$ cat config.mk
export PLATFORM = sky130hd
export DESIGN_NAME = read_arbiter_flat
export DESIGN_NICKNAME = d
export VERILOG_FILES = /design/src/logic/bus_pkg.sv /design/src/logic/axi_rd_if.sv /design/src/logic/read_arbiter.sv /design/src/flat_wrapper.sv
export SDC_FILE = /design/constraint.sdc
export NUM_CORES = 1
export LEC_CHECK = 0
export BUFFER_PORTS_ARGS = -buffer_cell sky130_fd_sc_hd__buf_2
export CAP_MARGIN = 15
export CORE_AREA = 2 2 85 87
export CTS_CLUSTER_DIAMETER = 120
export DETAILED_ROUTE_END_ITERATION = 12
export DIE_AREA = 0 0 87 89
export GPL_ROUTABILITY_DRIVEN = 0
export PLACE_DENSITY = 0.66
export SYNTH_ARGS = -nofsm -noshare
export SYNTH_HDL_FRONTEND = slang
export SYNTH_SLANG_ARGS = --single-unit
$ cat constraint.sdc
create_clock -name clk -period 1.4 [get_ports clk]
set_clock_uncertainty 0.05 [all_clocks]
set_input_delay 0 -clock clk [delete_from_list [all_inputs] [get_ports clk]]
set_output_delay 0 -clock clk [all_outputs]
set_load 0.02 [all_outputs]
$ cat src/logic/bus_pkg.sv
`default_nettype none

package bus_pkg;

    // bus and line geometry
    localparam int ADDR_W     = 32;
    localparam int WORD_W     = 32;
    localparam int LINE_WORDS = 4;
    localparam int LINE_W     = LINE_WORDS * WORD_W;
    localparam int ID_W       = 4;
    localparam int BEAT_W     = 2;

    typedef logic [ADDR_W-1:0] addr_t;
    typedef logic [WORD_W-1:0] word_t;
    typedef logic [LINE_W-1:0] line_t;
    typedef logic [ID_W-1:0]   axi_id_t;

    // read IDs, one per line reader
    localparam axi_id_t ICACHE_ID = 4'd0;
    localparam axi_id_t DCACHE_ID = 4'd1;

    typedef enum logic [1:0] {
        RD_IDLE,
        RD_ADDR,
        RD_DATA,
        RD_DONE
    } rd_state_e;

    typedef enum logic [2:0] {
        WR_IDLE,
        WR_ADDR,
        WR_DATA,
        WR_RESP,
        WR_DONE
    } wr_state_e;

endpackage

`default_nettype wire

$ cat src/logic/axi_rd_if.sv
`timescale 1ns/1ps
`default_nettype none

interface axi_rd_if
    import bus_pkg::*;
();

    // address channel
    logic  arvalid;
    addr_t araddr;
    logic  arready;

    // data channel, already filtered by ID
    logic  rvalid;
    word_t rdata;
    logic  rlast;
    logic  rready;

    modport master (
        output arvalid,
        output araddr,
        input  arready,
        input  rvalid,
        input  rdata,
        input  rlast,
        output rready
    );

    modport slave (
        input  arvalid,
        input  araddr,
        output arready,
        output rvalid,
        output rdata,
        output rlast,
        input  rready
    );

endinterface

`default_nettype wire

$ cat src/logic/read_arbiter.sv
`timescale 1ns/1ps
`default_nettype none

module read_arbiter
    import bus_pkg::*;
(
    input  logic    clk,
    input  logic    resetn,
    axi_rd_if.slave icache_rd,
    axi_rd_if.slave dcache_rd,
    output axi_id_t m_arid,
    output addr_t   m_araddr,
    output logic    m_arvalid,
    input  logic    m_arready,
    input  axi_id_t m_rid,
    input  word_t   m_rdata,
    input  logic    m_rlast,
    input  logic    m_rvalid,
    output logic    m_rready
);

    // 1 when the dcache reader held the address channel last
    logic last_dc_q;
    // a shown request is still waiting for arready
    logic hold_q;
    logic grant_dc;
    logic rid_ic;
    logic rid_dc;

    always_comb begin
        if (hold_q) begin
            grant_dc = last_dc_q;
        end else if (icache_rd.arvalid && dcache_rd.arvalid) begin
            grant_dc = !last_dc_q;
        end else begin
            grant_dc = dcache_rd.arvalid;
        end
    end

    always_ff @(posedge clk or negedge resetn) begin
        if (!resetn) begin
            last_dc_q <= 1'b0;
            hold_q    <= 1'b0;
        end else begin
            hold_q <= m_arvalid && !m_arready;
            if (m_arvalid) begin
                last_dc_q <= grant_dc;
            end
        end
    end

    assign m_arvalid = grant_dc ? dcache_rd.arvalid : icache_rd.arvalid;
    assign m_araddr  = grant_dc ? dcache_rd.araddr : icache_rd.araddr;
    assign m_arid    = grant_dc ? DCACHE_ID : ICACHE_ID;

    assign icache_rd.arready = m_arready && !grant_dc;
    assign dcache_rd.arready = m_arready && grant_dc;

    // steer returning beats by ID
    assign rid_ic = (m_rid == ICACHE_ID);
    assign rid_dc = (m_rid == DCACHE_ID);

    assign icache_rd.rvalid = m_rvalid && rid_ic;
    assign icache_rd.rdata  = m_rdata;
    assign icache_rd.rlast  = m_rlast;

    assign dcache_rd.rvalid = m_rvalid && rid_dc;
    assign dcache_rd.rdata  = m_rdata;
    assign dcache_rd.rlast  = m_rlast;

    assign m_rready = (rid_ic && icache_rd.rready) || (rid_dc && dcache_rd.rready);

endmodule

`default_nettype wire

$ cat src/flat_wrapper.sv
// flat-port wrapper written by rule: the top's interface ports become plain ports
module read_arbiter_flat import bus_pkg::*;
  (clk, resetn, m_arid, m_araddr, m_arvalid, m_arready, m_rid, m_rdata, m_rlast, m_rvalid, m_rready, icache_rd_arvalid, icache_rd_araddr, icache_rd_arready, icache_rd_rvalid, icache_rd_rdata, icache_rd_rlast, icache_rd_rready, dcache_rd_arvalid, dcache_rd_araddr, dcache_rd_arready, dcache_rd_rvalid, dcache_rd_rdata, dcache_rd_rlast, dcache_rd_rready);
  axi_rd_if icache_rd_i ();
  axi_rd_if dcache_rd_i ();
  input  logic clk;
  input  logic resetn;
  output axi_id_t m_arid;
  output addr_t m_araddr;
  output logic m_arvalid;
  input  logic m_arready;
  input  axi_id_t m_rid;
  input  word_t m_rdata;
  input  logic m_rlast;
  input  logic m_rvalid;
  output logic m_rready;
  input wire logic [$bits(icache_rd_i.arvalid)-1:0] icache_rd_arvalid;
  input wire logic [$bits(icache_rd_i.araddr)-1:0] icache_rd_araddr;
  output wire logic [$bits(icache_rd_i.arready)-1:0] icache_rd_arready;
  output wire logic [$bits(icache_rd_i.rvalid)-1:0] icache_rd_rvalid;
  output wire logic [$bits(icache_rd_i.rdata)-1:0] icache_rd_rdata;
  output wire logic [$bits(icache_rd_i.rlast)-1:0] icache_rd_rlast;
  input wire logic [$bits(icache_rd_i.rready)-1:0] icache_rd_rready;
  input wire logic [$bits(dcache_rd_i.arvalid)-1:0] dcache_rd_arvalid;
  input wire logic [$bits(dcache_rd_i.araddr)-1:0] dcache_rd_araddr;
  output wire logic [$bits(dcache_rd_i.arready)-1:0] dcache_rd_arready;
  output wire logic [$bits(dcache_rd_i.rvalid)-1:0] dcache_rd_rvalid;
  output wire logic [$bits(dcache_rd_i.rdata)-1:0] dcache_rd_rdata;
  output wire logic [$bits(dcache_rd_i.rlast)-1:0] dcache_rd_rlast;
  input wire logic [$bits(dcache_rd_i.rready)-1:0] dcache_rd_rready;
  assign icache_rd_i.arvalid = icache_rd_arvalid;
  assign icache_rd_i.araddr = icache_rd_araddr;
  assign icache_rd_arready = icache_rd_i.arready;
  assign icache_rd_rvalid = icache_rd_i.rvalid;
  assign icache_rd_rdata = icache_rd_i.rdata;
  assign icache_rd_rlast = icache_rd_i.rlast;
  assign icache_rd_i.rready = icache_rd_rready;
  assign dcache_rd_i.arvalid = dcache_rd_arvalid;
  assign dcache_rd_i.araddr = dcache_rd_araddr;
  assign dcache_rd_arready = dcache_rd_i.arready;
  assign dcache_rd_rvalid = dcache_rd_i.rvalid;
  assign dcache_rd_rdata = dcache_rd_i.rdata;
  assign dcache_rd_rlast = dcache_rd_i.rlast;
  assign dcache_rd_i.rready = dcache_rd_rready;
  read_arbiter u_core (.clk(clk), .resetn(resetn), .icache_rd(icache_rd_i), .dcache_rd(dcache_rd_i), .m_arid(m_arid), .m_araddr(m_araddr), .m_arvalid(m_arvalid), .m_arready(m_arready), .m_rid(m_rid), .m_rdata(m_rdata), .m_rlast(m_rlast), .m_rvalid(m_rvalid), .m_rready(m_rready));
endmodule
* Word level (Yosys, flattened, before mapping)
Cells that the tools add are included.
** Word-level totals
- Flip-flop bits (word level) :: 2
- Input bits :: 109
- Output and inout bits :: 108
- Logic and storage cells :: 21
** Cells by class
- Eq/ne operators :: 1
- Mux-type cells :: 5
- Reduce and logical (&&, ||, !) cells :: 13
** Operator list (number)
- two-way mux 32 bit :: 1
- logical AND 1 bit :: 8
- == test 4 x 1 -> 1 bit (second input constant) :: 1
- logical NOT 4 bit :: 1
- two-way mux 1 bit :: 4
- logical NOT 1 bit :: 3
- logical OR 1 bit :: 1

* Depth between registers and ports, before layout
- Depth after elaboration :: 5
- Mapped depth :: 5

* Least setup slack after synthesis
Ideal clock, no wire load.
- Path kind :: reg2out
- From :: reg u_core.last_dc_q
- To :: out m_araddr[20]
- Arrival :: 1.361 ns
- Setup slack :: -0.011 ns
- Stages on the path, launching flop included :: 5
- Path buffers :: 1
- Path through :: dfrtp_1 -> nand2_1 -> a22oi_4 -> buf_6 -> mux2_1
** On the way
- Word-level cells in the longest chain between the ends :: 4
** RTL lines
- start, declared :: line read_arbiter.sv:23 : logic last_dc_q;
- start signal, assigned :: line read_arbiter.sv:47 : last_dc_q <= grant_dc;
- logical NOT 1 bit :: line read_arbiter.sv:34 : grant_dc = !last_dc_q;
- two-way mux 1 bit :: line read_arbiter.sv:33 : end else if (icache_rd.arvalid && dcache_rd.arvalid) begin
- two-way mux 1 bit (*) :: line read_arbiter.sv:31 : if (hold_q) begin
- two-way mux 32 bit (*) :: line read_arbiter.sv:53 : assign m_araddr = grant_dc ? dcache_rd.araddr : icache_rd.araddr;
- end, declared :: line flat_wrapper.sv:9 : output addr_t m_araddr;
Mark *: on every way between the ends. The rest lies on a longest branch, timed or not.

* Worst setup path in the final report
- From :: reg u_core.hold_q
- To :: out m_araddr[5]
** On the way
- Word-level cells in the longest chain between the ends :: 2
** RTL lines
- start, declared :: line read_arbiter.sv:25 : logic hold_q;
- start signal, assigned :: line read_arbiter.sv:45 : hold_q <= m_arvalid && !m_arready;
- two-way mux 1 bit :: line read_arbiter.sv:31
- two-way mux 32 bit :: line read_arbiter.sv:53
Every way passes these cells.

==> results by group <==
Timing
  – Fin crit period: 1.71 ns
  – Final setup fails: 35
  – Max Slew Vio Count: 0
  – Max Clock Freq: 584 MHz
  – Final hold vios: 0
  – Final period util: 122%
  – Setup ws final: -0.312 ns
  – RSZ-0062 raised after global routing: yes

Min path
  – Min-Delay Path Class: input pin to asynchronous set/reset pin

Logic synthesis
  – Post-Syn Area: 1180 µm²
  – Library cells used by synthesis: 22
  – Dominant synthesized flop cell: dfrtp_1
  – Syn Area/Cell: 9.27 µm²
  – Post-Synthesis Cells: 127
  – Sequential area share after synthesis: 4.25%
  – Post-synth EDFFs: 0
  – Ys async rst share: 100%
  – Yosys reg bits: 2
  – Synth warn: 0

Global route
  – Pin count of the biggest net entering global routing: 24
  – Vias in the first global route: 976
  – Grt total ovfl: 0
  – First-pass GRT wire length: 3900 µm
  – Initial antenna violation count: 0
  – Total GRT Usage: 6.38%

Worst setup path
  – Worst flop-to-flop path startpoint: u_core.last_dc_q$_DFFE_PN0P_
  – Kind of critical path: flop to primary output
  – Worst endpoint required time: 1.35 ns
  – CP Capture Type: primary output
  – R2R Path End: u_core.hold_q$_DFF_PN0_
  – Worst setup path start: u_core.hold_q$_DFF_PN0_
  – Startpoint types: flop
  – Critical-path maximum fanout: 6
  – R2R setup slack: 0.21 ns
  – Reg2Reg Depth: 4
  – Critical path arrival: 1.66 ns

Clock network
  – CTS tree: yes
  – CTS H-tree lvls: 1
  – CTS Buf Count: 3
  – Root Driver: clkbuf_8
  – CTS Sinks: 2
  – CTS Buffer Depth: 2
  – Clk_lat worst skew: 0.21 ns
  – Clock-pin slew on the worst setup and hold paths: 0.03 ns

Final layout
  – Filler cells: 688
  – Post-Layout Cell Count: 300
  – Most common library cell in the layout ignoring fill and taps: buf_2
  – Layout Nets: 331
  – Layout Utilization: 31.3%
  – Synth-to-Final Area Change: 78.9%
  – Antenna Cells: 0
  – Share of cells above drive strength 1: 75.5%
  – Most frequent cells in the layout: buf_2 (86), dlygate4sd3_1 (36), mux2_4 (32)

Power and ir drop
  – Comb power frac: 83.1%
  – Clk pwr share: 12.2%
  – Sequential power share: 4.6%
  – Peak supply drop: 564 µV
  – Power Internal: 1.09 mW
  – Sw frac: 41.4%
  – Sw Pwr: 773 µW
  – Leak pwr: 1.14 nW
  – Power per cell area: 886 nW/µm²

Floorplanning
  – I/O Pins: 217
  – Row count: 30
  – Die span in x: 87 µm
  – Die area: 7740 µm²
  – Initial Utilization: 17.5%
  – CORE AREA: 6720 µm²
  – Chip Height: 89 µm

Route
  – Drt via density: 3.82
  – TritonRoute pass-1 iters: 3
  – Drt wl/cell: 12.9 µm
  – # DRC: 0
  – Post-route ant nets: 0
  – Iteration-0 DRC Markers: 6
  – Via count: 1,146
  – Routed Wire Length: 3880 µm

Outcome
  – Failing checks: negative setup slack
  – Status: finished, violations left

Place
  – Number of port buffers: 114
  – Dpl cells: 253

Job
  – Max-Cap Viols: 0
## logic make-up after synthesis
logic type,after synthesis,synth area share [%]
AND/OR/NAND/NOR,12,5.74
buffers and inverters,75,48.1
multiplexers,33,37.8
AO/OA/AOI/OAI,4,3.72
flip-flops,2,4.25
other,1,0.319
## worst max-delay path by stage
stage                     cells past startpoint  slack (ns)           end
final                                         5       -0.31   m_araddr[5]
after global routing                          6       -0.39   m_araddr[5]
after CTS                                     5       -0.31  m_araddr[27]
after detailed placement                      5       -0.13  m_araddr[27]
after global placement                        5        -0.1  m_araddr[29]
after floorplan                               4      -0.009  m_araddr[20]
## power by group through the flow
stage          registers (mW)  clock network [mW]  logic, mW
2_1_floorplan          0.0854                   0      0.910
3_3_place_gp           0.0833                   0      0.919
3_5_place_dp           0.0837                   0      0.929
4_1_cts                0.0842               0.235       1.18
5_1_grt                0.0892               0.242       1.64
6_report               0.0866               0.228       1.55
## stage by stage
step	setup TNS, ns	setup slack (ns)	total power [mW]	area [µm²]	hold slack [ns]
2_1_floorplan	-0.00913	-0.00913	0.996	1180	-0.346
3_3_place_gp	-2.05	-0.0974	1.00	1340	-0.262
3_5_place_dp	-3.04	-0.134	1.01	1340	-0.261
4_1_cts	-8.64	-0.306	1.50	1760	0.0590
5_1_grt	-12.18	-0.390	1.97	2110	0.0542
6_report	-9.68	-0.312	1.87	2110	0.0537
## per-layer routing
layer  GRT usage (%)  share of wire [%]
met5               0                  0
met4            2.84                1.2
met3            1.20                 11
met2            13.1                 53
met1            6.03                 34
## flip-flops by register name (all words and copies together), names as in the netlist
signal and flops:
u_core.hold_q 1, u_core.last_dc_q 1
## Yosys cell counts (2+ instances only)
| cell type | n | share of area, % |
|---|---|---|
| buf_4 | 70 | 45 |
| buf_6 | 3 | 2.9 |
| dfrtp_1 | 2 | 4.3 |
| inv_1 | 2 | 0.64 |
| mux2_1 | 7 | 6.7 |
| mux2_2 | 5 | 4.8 |
| mux2_4 | 20 | 26 |
| nand2_1 | 2 | 0.64 |
| nor2_1 | 2 | 0.64 |
| nor2b_1 | 2 | 1.1 |
## critical path, stage by stage (launching register included)
cell and delay, ns:
dfrtp_2 0.44, a22oi_4 0.24, buf_4 0.16, clkbuf_16 0.15, mux2_4 0.29, buf_2 0.16
## layout make-up
cell class,instances,area [µm²],area share (%)
timing repair buffer,161,1280,60.9
multi-input combinational,52,623,29.6
tap,80,100,4.75
sequential,2,51.3,2.44
clock buffer,3,41.3,1.96
inverter,2,7.51,0.357
## what timing repair did
item                                   CTS  global route
buffers inserted                         0             4
hold buffers                            36             0
pin swaps                                0             3
endpoints found under the hold margin   70             0
resized for setup                        8            65
setup endpoints to repair               35            36
cloned                                   0             4
Note: power is estimated with default switching activity, not from simulation.
